### config.mk
export PLATFORM = sky130hd
export DESIGN_NAME = dataCache
export DESIGN_NICKNAME = d
export VERILOG_FILES = /design/src/rtl/cpuPortPkg.sv /design/src/rtl/busPortPkg.sv /design/src/rtl/creditQueue.sv /design/src/rtl/cacheWayMemory.sv /design/src/rtl/cacheController.sv /design/src/rtl/dataCache.sv
export VERILOG_INCLUDE_DIRS = /design/src /design/src/rtl
export SDC_FILE = /design/constraint.sdc
export NUM_CORES = 1
export LEC_CHECK = 0
export BUFFER_PORTS_ARGS = -buffer_cell sky130_fd_sc_hd__buf_2
export CAP_MARGIN = 40
export CORE_ASPECT_RATIO = 2
export CORE_MARGIN = 3
export CORE_UTILIZATION = 61
export DETAILED_ROUTE_END_ITERATION = 10
export GPL_ROUTABILITY_DRIVEN = 0
export PLACE_DENSITY = 0.9
export SLEW_MARGIN = 10
export SYNTH_ARGS = -nofsm -noshare
export SYNTH_HDL_FRONTEND = slang
export SYNTH_HIERARCHICAL = 1
export SYNTH_SLANG_ARGS = --single-unit
### constraint.sdc
create_clock -name clk -period 5.15 [get_ports clk]
set_input_delay 1.03 -clock clk [delete_from_list [all_inputs] [get_ports clk]]
set_output_delay 1.03 -clock clk [all_outputs]
set_load 0.01 [all_outputs]
### src/rtl/cache_consts.svh
/*
 * Data cache geometry constants
 * Block size, set count, address width, queue depth, bus credits
 */
`ifndef CACHE_CONSTS_SVH
`define CACHE_CONSTS_SVH

// Words per cache block
`define BLOCK_WORDS 4

// Sets per way
`define CACHE_SETS 2

// Byte address width
`define ADDR_W 32

// Entries in each request and response queue
`define Q_DEPTH 4
// Bus grants one request credit per queue slot
`define BUS_CREDITS `Q_DEPTH

`endif

### src/rtl/cpuPortPkg.sv
/*
 * Processor-side data cache types
 * Word, index and tag types, request and response structs, controller states
 */
`include "cache_consts.svh"

package cpuPortPkg;

    typedef logic [31:0] cpuWord;
    typedef logic [$clog2(`BLOCK_WORDS)-1:0] wordIdx;
    typedef logic [$clog2(`CACHE_SETS)-1:0] setIdx;
    // Address bits above set index and word offset
    typedef logic [`ADDR_W-3-$clog2(`BLOCK_WORDS)-$clog2(`CACHE_SETS):0] cacheTag;

    // Load or byte-masked store from the processor
    typedef struct packed {
        logic               valid;
        logic               write;
        logic [`ADDR_W-1:0] addr;
        cpuWord             wdata;
        logic [3:0]         byteMask;
    } cpuReq;

    typedef struct packed {
        cpuWord rdata;
        logic   stall;
    } cpuRsp;

    typedef enum logic [2:0] {idle, writeBack, refillReq, refillWait, done} cacheState;

endpackage

### src/rtl/busPortPkg.sv
/*
 * Word bus beat types
 * Request beat toward memory and in-order read response
 */
`include "cache_consts.svh"

package busPortPkg;

    // One word per beat, write beats carry data
    typedef struct packed {
        logic [`ADDR_W-1:0] addr;
        logic               write;
        logic [31:0]        wdata;
    } busReq;

    // Read data only
    // one response per read beat, in issue order
    typedef struct packed {
        logic [31:0] rdata;
    } busRsp;

endpackage

### src/rtl/creditQueue.sv
/*
 * Circular FIFO for any payload type
 * Credit pulse back to the sender per drained entry
 */
`timescale 1ns/1ps

module creditQueue #(
    parameter type payloadT = logic [31:0],
    parameter int  depth    = 4
) (
    input  logic    clk,
    input  logic    rst,
    input  logic    push,
    input  payloadT din,
    input  logic    pop,
    output payloadT dout,
    output logic    notEmpty,
    output logic    creditOut
);
    localparam int PW = (depth > 1) ? $clog2(depth) : 1;
    localparam int CW = $clog2(depth + 1);

    payloadT       mem [depth];
    logic [PW-1:0] wrPtr, rdPtr;
    logic [CW-1:0] count;
    logic          doPush, doPop, full;

    assign full     = count == CW'(depth);
    assign notEmpty = count != '0;
    assign doPush   = push && !full;
    assign doPop    = pop && notEmpty;
    // Head entry, visible the cycle after its push
    assign dout     = mem[rdPtr];

    always_ff @(posedge clk) begin
        if (doPush) begin
            mem[wrPtr] <= din;
        end
    end

    always_ff @(posedge clk) begin
        if (rst) begin
            wrPtr     <= '0;
            rdPtr     <= '0;
            count     <= '0;
            creditOut <= 1'b0;
        end else begin
            creditOut <= doPop;
            count     <= count + CW'(doPush) - CW'(doPop);
            if (doPush) begin
                wrPtr <= (wrPtr == PW'(depth - 1)) ? '0 : wrPtr + 1'b1;
            end
            if (doPop) begin
                rdPtr <= (rdPtr == PW'(depth - 1)) ? '0 : rdPtr + 1'b1;
            end
        end
    end

    // Sender pushed without holding a credit
    assert property (@(posedge clk) disable iff (rst) push |-> !full)
        else $error("push into full queue, credit protocol violated");

endmodule

### src/rtl/cacheWayMemory.sv
/*
 * Two-way tag, valid, dirty and data storage
 * Per-set LRU bit, byte-masked word writes, combinational reads
 */
`timescale 1ns/1ps
`include "cache_consts.svh"

module cacheWayMemory (
    input  logic                clk,
    input  logic                rst,
    input  cpuPortPkg::setIdx   set,
    input  logic [1:0]          wayWe,
    input  cpuPortPkg::wordIdx  wordSel,
    input  cpuPortPkg::cpuWord  wordData,
    input  logic [3:0]          byteMask,
    input  cpuPortPkg::cacheTag tagIn,
    input  logic                setValid,
    input  logic                setDirty,
    input  logic                lruWe,
    input  logic                lruWay,
    output cpuPortPkg::cacheTag tag0,
    output cpuPortPkg::cacheTag tag1,
    output logic                valid0,
    output logic                valid1,
    output logic                dirty0,
    output logic                dirty1,
    output cpuPortPkg::cpuWord  word0,
    output cpuPortPkg::cpuWord  word1,
    output logic                lruOut
);
    import cpuPortPkg::*;

    // Storage arrays, indexed way first
    cacheTag tagMem [2][`CACHE_SETS];
    cpuWord  dataMem [2][`CACHE_SETS][`BLOCK_WORDS];
    logic [1:0][`CACHE_SETS-1:0] validMem;
    logic [1:0][`CACHE_SETS-1:0] dirtyMem;
    // Way to evict next
    logic [`CACHE_SETS-1:0] lruMem;

    // Tag and data, only the addressed word takes the masked bytes
    always_ff @(posedge clk) begin
        for (int w = 0; w < 2; w++) begin
            if (wayWe[w]) begin
                tagMem[w][set] <= tagIn;
                for (int b = 0; b < 4; b++) begin
                    if (byteMask[b]) begin
                        dataMem[w][set][wordSel][8*b +: 8] <= wordData[8*b +: 8];
                    end
                end
            end
        end
    end

    // Status bits
    always_ff @(posedge clk) begin
        if (rst) begin
            validMem <= '0;
            dirtyMem <= '0;
            lruMem   <= '0;
        end else begin
            for (int w = 0; w < 2; w++) begin
                if (wayWe[w]) begin
                    validMem[w][set] <= setValid;
                    dirtyMem[w][set] <= setDirty;
                end
            end
            if (lruWe) begin
                lruMem[set] <= lruWay;
            end
        end
    end

    // Lookup in the request cycle
    assign tag0   = tagMem[0][set];
    assign tag1   = tagMem[1][set];
    assign valid0 = validMem[0][set];
    assign valid1 = validMem[1][set];
    assign dirty0 = dirtyMem[0][set];
    assign dirty1 = dirtyMem[1][set];
    assign word0  = dataMem[0][set][wordSel];
    assign word1  = dataMem[1][set][wordSel];
    assign lruOut = lruMem[set];

    // A refill or a store targets exactly one way
    assert property (@(posedge clk) disable iff (rst) !(wayWe[0] && wayWe[1]))
        else $error("both ways written in one cycle");

endmodule

### src/rtl/cacheController.sv
/*
 * Data cache controller
 * Hit detection, miss FSM, write-back and refill beats, request credits
 */
`timescale 1ns/1ps
`include "cache_consts.svh"

module cacheController (
    input  logic                clk,
    input  logic                rst,
    input  cpuPortPkg::cpuReq   cpuIn,
    input  cpuPortPkg::cacheTag tag0,
    input  cpuPortPkg::cacheTag tag1,
    input  logic                valid0,
    input  logic                valid1,
    input  logic                dirty0,
    input  logic                dirty1,
    input  cpuPortPkg::cpuWord  word0,
    input  cpuPortPkg::cpuWord  word1,
    input  logic                lruOut,
    input  busPortPkg::busRsp   qRspData,
    input  logic                qRspValid,
    input  logic                reqCredit,
    output cpuPortPkg::cpuRsp   cpuOut,
    output cpuPortPkg::setIdx   set,
    output logic [1:0]          wayWe,
    output cpuPortPkg::wordIdx  wordSel,
    output cpuPortPkg::cpuWord  wordData,
    output logic [3:0]          byteMask,
    output cpuPortPkg::cacheTag tagIn,
    output logic                setValid,
    output logic                setDirty,
    output logic                lruWe,
    output logic                lruWay,
    output logic                reqPush,
    output busPortPkg::busReq   reqData,
    output logic                rspPop
);
    import cpuPortPkg::*;

    localparam int WB = $clog2(`BLOCK_WORDS);
    localparam int SB = $clog2(`CACHE_SETS);
    localparam int TB = $bits(cacheTag);
    localparam int CW = $clog2(`BUS_CREDITS + 1);

    cacheState     state, nextState;
    cacheTag       reqTag, victimTag;
    setIdx         reqSet;
    wordIdx        reqWord, issueCnt, refillCnt;
    cpuWord        victimWord;
    logic          hit0, hit1, hit, lookup;
    logic          victimWay, victimDirty;
    logic          canIssue, lastIssue, lastRefill;
    logic [CW-1:0] reqCredits;

    // ----------------------------------------
    // Address split and lookup
    // ----------------------------------------
    assign reqTag  = cpuIn.addr[`ADDR_W-1 -: TB];
    assign reqSet  = cpuIn.addr[2+WB +: SB];
    assign reqWord = cpuIn.addr[2 +: WB];

    assign hit0   = valid0 && (tag0 == reqTag);
    assign hit1   = valid1 && (tag1 == reqTag);
    assign hit    = hit0 || hit1;
    // Done state sees the freshly installed block as a hit
    assign lookup = cpuIn.valid && (state == idle || state == done);

    assign victimDirty = lruOut ? dirty1 : dirty0;
    assign victimTag   = victimWay ? tag1 : tag0;
    assign victimWord  = victimWay ? word1 : word0;

    assign cpuOut.rdata = hit1 ? word1 : word0;
    // Stall from the miss cycle until the block is installed
    assign cpuOut.stall = (state == idle) ? (cpuIn.valid && !hit) : (state != done);

    // ----------------------------------------
    // Bus beats
    // ----------------------------------------
    assign canIssue   = reqCredits != '0;
    assign lastIssue  = issueCnt == wordIdx'(`BLOCK_WORDS - 1);
    assign lastRefill = refillCnt == wordIdx'(`BLOCK_WORDS - 1);

    assign reqPush = canIssue && (state == writeBack || state == refillReq);
    assign rspPop  = qRspValid && (state == refillReq || state == refillWait);

    // Write beats go to the victim's old address, read beats to the new one
    assign reqData.addr  = {(state == writeBack) ? victimTag : reqTag, reqSet, issueCnt, 2'b00};
    assign reqData.write = state == writeBack;
    assign reqData.wdata = victimWord;

    // ----------------------------------------
    // Way memory controls
    // ----------------------------------------
    assign set = reqSet;

    always_comb begin
        wayWe    = '0;
        wordSel  = reqWord;
        wordData = cpuIn.wdata;
        byteMask = cpuIn.byteMask;
        tagIn    = reqTag;
        setValid = 1'b1;
        setDirty = 1'b1;
        lruWe    = 1'b0;
        lruWay   = !hit1;
        case (state)
            writeBack: begin
                wordSel = issueCnt;
            end
            refillReq, refillWait: begin
                // Whole words from the bus, valid only once the last lands
                wordSel          = refillCnt;
                wordData         = qRspData.rdata;
                byteMask         = 4'hF;
                setValid         = lastRefill;
                setDirty         = 1'b0;
                wayWe[victimWay] = rspPop;
            end
            default: begin
                if (lookup && hit) begin
                    lruWe        = 1'b1;
                    wayWe[hit1]  = cpuIn.write;
                end
            end
        endcase
    end

    // ----------------------------------------
    // Miss FSM
    // ----------------------------------------
    always_comb begin
        nextState = state;
        case (state)
            idle: begin
                if (cpuIn.valid && !hit) begin
                    nextState = victimDirty ? writeBack : refillReq;
                end
            end
            writeBack: begin
                if (reqPush && lastIssue) begin
                    nextState = refillReq;
                end
            end
            refillReq: begin
                if (reqPush && lastIssue) begin
                    nextState = refillWait;
                end
            end
            refillWait: begin
                if (rspPop && lastRefill) begin
                    nextState = done;
                end
            end
            default: nextState = idle;
        endcase
    end

    always_ff @(posedge clk) begin
        if (rst) begin
            state      <= idle;
            issueCnt   <= '0;
            refillCnt  <= '0;
            victimWay  <= 1'b0;
            reqCredits <= CW'(`BUS_CREDITS);
        end else begin
            state      <= nextState;
            reqCredits <= reqCredits + CW'(reqCredit) - CW'(reqPush);
            // Victim follows the LRU bit until a miss leaves idle
            if (state == idle) begin
                victimWay <= lruOut;
            end
            if (reqPush) begin
                issueCnt <= lastIssue ? '0 : issueCnt + 1'b1;
            end
            if (rspPop) begin
                refillCnt <= lastRefill ? '0 : refillCnt + 1'b1;
            end
        end
    end

    // Counter stays within the bus grant, a wrap means a beat without credit
    assert property (@(posedge clk) disable iff (rst) reqCredits <= CW'(`BUS_CREDITS))
        else $error("request credit counter out of range");

    // Responses only answer refill read beats
    assert property (@(posedge clk) disable iff (rst) (state == idle) |-> !qRspValid)
        else $error("bus response arrived while controller idle");

endmodule

### src/rtl/dataCache.sv
/*
 * Data cache top level
 * Controller, way memory, bus request and response queues
 */
`timescale 1ns/1ps
`include "cache_consts.svh"

module dataCache (
    input  logic              clk,
    input  logic              rst,
    input  cpuPortPkg::cpuReq cpuIn,
    input  busPortPkg::busRsp rspIn,
    input  logic              rspValid,
    input  logic              reqCredit,
    output cpuPortPkg::cpuRsp cpuOut,
    output busPortPkg::busReq reqOut,
    output logic              reqValid,
    output logic              rspCredit
);
    import cpuPortPkg::*;
    import busPortPkg::*;

    // Way memory interface
    setIdx      set;
    wordIdx     wordSel;
    cpuWord     wordData, word0, word1;
    cacheTag    tagIn, tag0, tag1;
    logic [1:0] wayWe;
    logic [3:0] byteMask;
    logic       setValid, setDirty, lruWe, lruWay, lruOut;
    logic       valid0, valid1, dirty0, dirty1;

    // Queue interface
    busReq reqData;
    busRsp qRspData;
    logic  reqPush, rspPop, qRspValid;

    // ----------------------------------------
    // Lookup and miss handling
    // ----------------------------------------
    cacheController ctrl (.*);

    cacheWayMemory ways (.*);

    // ----------------------------------------
    // Bus side queues
    // ----------------------------------------
    // Bus takes a beat every cycle one is presented
    creditQueue #(.payloadT(busReq), .depth(`Q_DEPTH)) reqQ (
        .clk, .rst,
        .push(reqPush), .din(reqData), .pop(reqValid),
        .dout(reqOut), .notEmpty(reqValid), .creditOut()
    );

    // Each drained word hands a credit back to the bus
    creditQueue #(.payloadT(busRsp), .depth(`Q_DEPTH)) rspQ (
        .clk, .rst,
        .push(rspValid), .din(rspIn), .pop(rspPop),
        .dout(qRspData), .notEmpty(qRspValid), .creditOut(rspCredit)
    );

endmodule

Yosys cells after proc, flatten, opt, wreduce, memory -nomap -nowiden
Memories as Yosys holds them, arrays and structs flattened. A register that Yosys moved wholly into a read port is not among the register bits.
Index checks and enable logic that the tools add are counted.

operators by class
  bitwise operators = 1,540
  order comparisons = 10
  reductions and logical operators = 34
  $add $sub $neg = 12
  muxes and demuxes = 1,658
  eq/ne operators = 19

operator list
  cell                                                            count
  256-bit 2-to-1 mux                                              10
  1-bit 2-to-1 mux                                                1,575
  1-bit OR                                                        1,536
  128-bit 2-to-1 mux                                              10
  128-bit demux with 1-bit select                                 4
  32-bit demux with 2-bit select                                  4
  32-bit 2-to-1 mux                                               8
  256-bit OR reduction                                            1
  27-bit 2-to-1 mux                                               9
  54-bit 2-to-1 mux                                               4
  32-bit binary-select mux with 2-bit select                      2
  27-bit == test                                                  2
  54-bit OR reduction                                             1
  27-bit demux with 1-bit select                                  1
  2-bit 2-to-1 mux                                                12
  24-bit 2-to-1 mux                                               1
  1-bit logical AND                                               17
  16-bit 2-to-1 mux                                               1
  2-bit by 1-bit adder with 2-bit output (second input constant)  6
  2-bit == test (second input constant)                           6
  3-bit 2-to-1 mux                                                4
  3-bit one-hot mux with 4 select lines                           1
  2-bit bitwise mux                                               5
  3-bit by 1-bit adder with 3-bit output                          3
  26 further kinds                                                50

word-level totals
  output and inout bits = 100
  logic and storage cells = 3,294
  input bits = 106
  memories = 4
  bits in registers = 36
  memory bits (writable) = 1,000

memories
  name          depth  bits a word  rd ports  clocked after memory_dff  wr ports  RTL line              text
  ways.dataMem  2      256          2         0                         1         cacheWayMemory.sv:35  cpuWord dataMem [2][`CACHE_SETS][`BLOCK_WORDS];
  reqQ.mem      4      63           1         1                         1         creditQueue.sv:23     payloadT mem [depth];
  rspQ.mem      4      32           1         1                         1         creditQueue.sv:23
  ways.tagMem   2      54           2         0                         1         cacheWayMemory.sv:34  cacheTag tagMem [2][`CACHE_SETS];

Depth between registers and ports, before layout
  word-level depth = 20
  depth in mapped cells = 17
  gate-level depth less buffers = 12

Modules after synthesis
Netlist, hierarchy kept.

modules (own cells, without submodules)
  module               area each (µm²)  sequential area each (µm²)  times used  cells an instance
  cacheWayMemory       24,021.8         18,818.0                    1           1,195
  creditQueue at reqQ  9,888.2          8,007.7                     1           390
  creditQueue at rspQ  5,117.4          4,043.9                     1           218
  cacheController      3,289.4          220.2                       1           459

Worst setup path before layout
Ideal clock, no wire load.

  path type = input to register
  start point = input cpuIn[40] in the netlist's numbering
  end point = memory ways/tagMem[0][100] in the netlist's numbering, enable pin
  required time = 4.768 ns
  buffers on the path = 8
  data arrival time = 4.162 ns
  stages on the path = 16
  library setup time = 0.382 ns
  slack = 0.606 ns
  path through = buf_4 > buf_4 > buf_6 > buf_2 > buf_2 > mux2_2 > xnor2_1 > nand4_1 > nor4_1 > nand4_1 > buf_4 > buf_6 > o2bb2ai_1 > clkbuf_1 > nand2b_1 > inv_1

on the way
  longest elaborated chain between the ends = 17
  elaborated cells between the ends (all ways) = 37
  classes of those cells = order compare: 4; eq/ne: 2; mux: 22; bitwise: 2; reduce/logical: 7

ends and longest elaborated chain
  element                                                                                                            RTL line                text
  start, declared                                                                                                    dataCache.sv:11         input cpuPortPkg::cpuReq cpuIn,
  1-bit inverter with 2-bit output (implied by the code) (*)                                                         cacheWayMemory.sv:76    assign tag1 = tagMem[1][set];
  27-bit 2-to-1 mux (implied by the code) (*) (3 in a row)                                                           cacheWayMemory.sv:76
  via tag1[1]                                                                                                        dataCache.sv:27         cacheTag tagIn, tag0, tag1;
  27-bit == test (*)                                                                                                 cacheController.sv:64   assign hit1 = valid1 && (tag1 == reqTag);
  1-bit logical AND (*)                                                                                              cacheController.sv:64
  1-bit by 2-bit < comparator with 1-bit output (implied by the code) / 1-bit >= comparator (equally long branches)  cacheController.sv:123  wayWe[hit1] = cpuIn.write;
  1-bit logical AND (implied by the code)                                                                            cacheController.sv:123
  1-bit 2-to-1 mux (implied by the code)                                                                             cacheController.sv:123
  1-bit demux with 1-bit select                                                                                      n/a
  2-bit bitwise AND (no line)                                                                                        n/a
  2-bit 2-to-1 mux (*)                                                                                               cacheController.sv:121  if (lookup && hit) begin
  2-bit one-hot mux with 2 select lines (*)                                                                          cacheController.sv:107  case (state)
  via wayWe[1]                                                                                                       dataCache.sv:28         logic [1:0] wayWe;
  1-bit 2-to-1 mux (*)                                                                                               cacheWayMemory.sv:44    if (wayWe[w]) begin
  54-bit 2-to-1 mux (implied by the code) (*)                                                                        cacheWayMemory.sv:45    tagMem[w][set] <= tagIn;
  54-bit OR reduction (no line)                                                                                      n/a
  1-bit 2-to-1 mux (no line) / 54-bit 2-to-1 mux (equally long branches)                                             n/a
  end, declared                                                                                                      cacheWayMemory.sv:34

Mark *: on every way through the listed nets, which the timed path passes. The rest lies on a longest branch. The select of a mux whose other input is x is not followed.

==> impl_metrics.toml <==
[sta]
fin_crit_ns = 4.96
fmax_ghz = 0.202
timing.hold.ws_ns = 0.460
setup_slack_ns = 0.193
maxSlewHeadroom_pct = 30.7
finalHoldViolCount = 0
maxSlewViolCount = 0
fin_skew_ns = 0.0231
tns_ns = 0
setup_viol = 0
worst_pin_slew_ns = 1.04
fin_crit_sh_pct = 96.2
rsz0062_at_grt = "no"

[synth]
yosysWarnings = 6
netlist_area_sq_um = 42300
syn_inst = 2260
avgSynthCellArea_sq_um = 18.7

[route]
finalWirelength_microns = 94500
firstDrtPassIters = 5
drc_errors = 0
drt_iter0_drc = 2145
vias = 22100
post_drt_wl_per_cell_microns = 27.3
route.antenna.remaining_nets = 0
viasPerCell = 6.39

[global_route]
grt.total_usage_pct = 26.4
grt_pass1_vias = 23300
grt.met1_usage_pct = 30.3
antenna_found_initial = 4
met2_usage_pct = 47.2
busiest_layer = "met2"
grt_overflow = 0
grt_pass1_wl_microns = 142000
grt.met3_usage_pct = 4.64
grt_max_degree = 132

[worst_setup_path]
cp_data_arrival_time_ns = 3.93
worstRegToRegCells = 10
rr_endpoint = "ways/dataMem[0][70]"
reg2reg_from = "ways/tagMem[0][50]"
startpoint_type = "register"
crit_type = "register to primary output"
cp.required_ns = 4.12
ff2ff_setup_slack_ns = 1.17
end_kind = "primary output"
critPathMaxFanout = 46

[cells_and_area]
nets = 2619
syn_to_final_growth_pct = 11.7
drive_above_1_share_pct = 31.0

[floorplanning]
die_x_microns = 192
core-area_sq_um = 68700
die_area_sq_um = 72700
initial_utilization_pct = 61.5
die_h_microns = 378
row_count = 136
ios = 206

[clocking]
cts_buffers = 85
ctsHoldBuffers = 0
cts_buffer_depth = 3
cts_tree = "yes"
cts_setup_buffers = 0
htreeDepth = 3
clock_sinks = 1048
clk-insertion-delay-late_ns = 0.64
clkTransAtPathRegs_ns = 0.07
cts_root_buf = "clkbuf_16"
cts_resized = 0

[pwr]
pwr-share-comb_pct = 17.1
vdd_drop_max_mv = 0.376
pwr-share-seq_pct = 50.9
swShare_pct = 25.4
p_int_w = 0.0151
switchingPower_w = 0.00517
clkPwrFrac_pct = 32.0
power.leakage_nw = 15.9
total_power_w = 0.0203
p_per_area_nw_per_um2 = 430

[placement]
port_buffers = 203
place_ws_ns = 0.0653
hpwl_microns = 61700

[run_status]
status = "complete, no violations"

[min_path]
holdPathStages = 2
min-delay-start = "ways/validMem[1]"
hold_path_end = "ways/validMem[1]"
hp-class = "register to register"

[run]
maxCapViolCount = 0
[state kept, by name, indices dropped and copies added, names as in the netlist, named ones only]
signal	flops
ctrl/issueCnt	2
ctrl/refillCnt	2
ctrl/reqCredits	3
ctrl/state	3
ctrl/victimWay	1
reqQ/count	3
reqQ/mem	260
reqQ/rdPtr	2
reqQ/wrPtr	2
rspQ/count	3
rspQ/creditOut	1
rspQ/mem	128
rspQ/rdPtr	2
rspQ/wrPtr	2
ways/dataMem	512
ways/dirtyMem	4
ways/lruMem	2
ways/tagMem	108
ways/validMem	4
[worst max path at each step]
stage                  startpoint                   end  slack (ns)
floorplan               cpuIn[40]   ways/tagMem[0][100]        0.61
global placement        cpuIn[40]  ways/dataMem[0][185]        0.31
finish              ctrl/state[1]             cpuOut[5]        0.19
CTS                 ctrl/state[2]             cpuOut[8]        0.13
global route        ctrl/state[1]             cpuOut[8]        0.06
detailed placement      cpuIn[40]  ways/dataMem[0][129]        0.07
[worst max-delay path: stages (launching register included)]
cell and delay (ns):
dfxtp_1 0.67, nor2b_2 0.32, a221o_4 0.64, buf_4 0.45, nor3b_1 0.09, o21ai_0 0.29, o2111ai_1 0.25, mux2_2 0.38
buf_2 0.16
[area by class of cell]
type / count / area [sq um]
sequential: 1048 / 31100
fill: 4064 / 21500
multi-input combinational: 1043 / 10300
clock buffer: 99 / 2260
timing repair buffer: 287 / 1840
tap: 897 / 1120
clock inverter: 55 / 537
inverter: 27 / 101
antenna: 4 / 10.0
[metal layers]
metal	wire length, microns	part of all wire [%]
met1	30900	33
met2	51100	54
met3	7440	7.9
met4	5010	5.3
met5	14	0.015
[through the flow]
stage               utilization (%)  cells  cell area [sq um]
floorplan                         -   2261              42300
global placement               64.4   3289              44200
detailed placement             64.6   3298              44400
CTS                            68.7   3452              47200
global route                   68.7   3457              47300
finish                         68.7   3460              47300
[power groups by stage]
stage          clock network, W  logic (W)  registers [W]
5_1_grt                 0.00690    0.00373         0.0104
3_5_place_dp                  0    0.00344         0.0105
3_3_place_gp                  0    0.00324         0.0105
4_1_cts                 0.00658    0.00348         0.0104
2_1_floorplan                 0    0.00233         0.0104
6_report                0.00649    0.00348         0.0103
[cells in the final DEF (no fill, tap or decap), types with 17 or more instances in the layout]
master	instances
nand3_1	17
nand2_1	266
buf_2	202
mux2i_1	44
nor2_1	110
clkinv_1	19
edfxtp_1	1008
ha_1	18
dfxtp_1	35
xnor2_1	36
a21oi_1	41
buf_4	72
clkbuf_16	89
xor2_1	25
inv_1	23
mux2_2	128
mux4_2	209
Note: power is estimated with default switching activity, not from simulation.
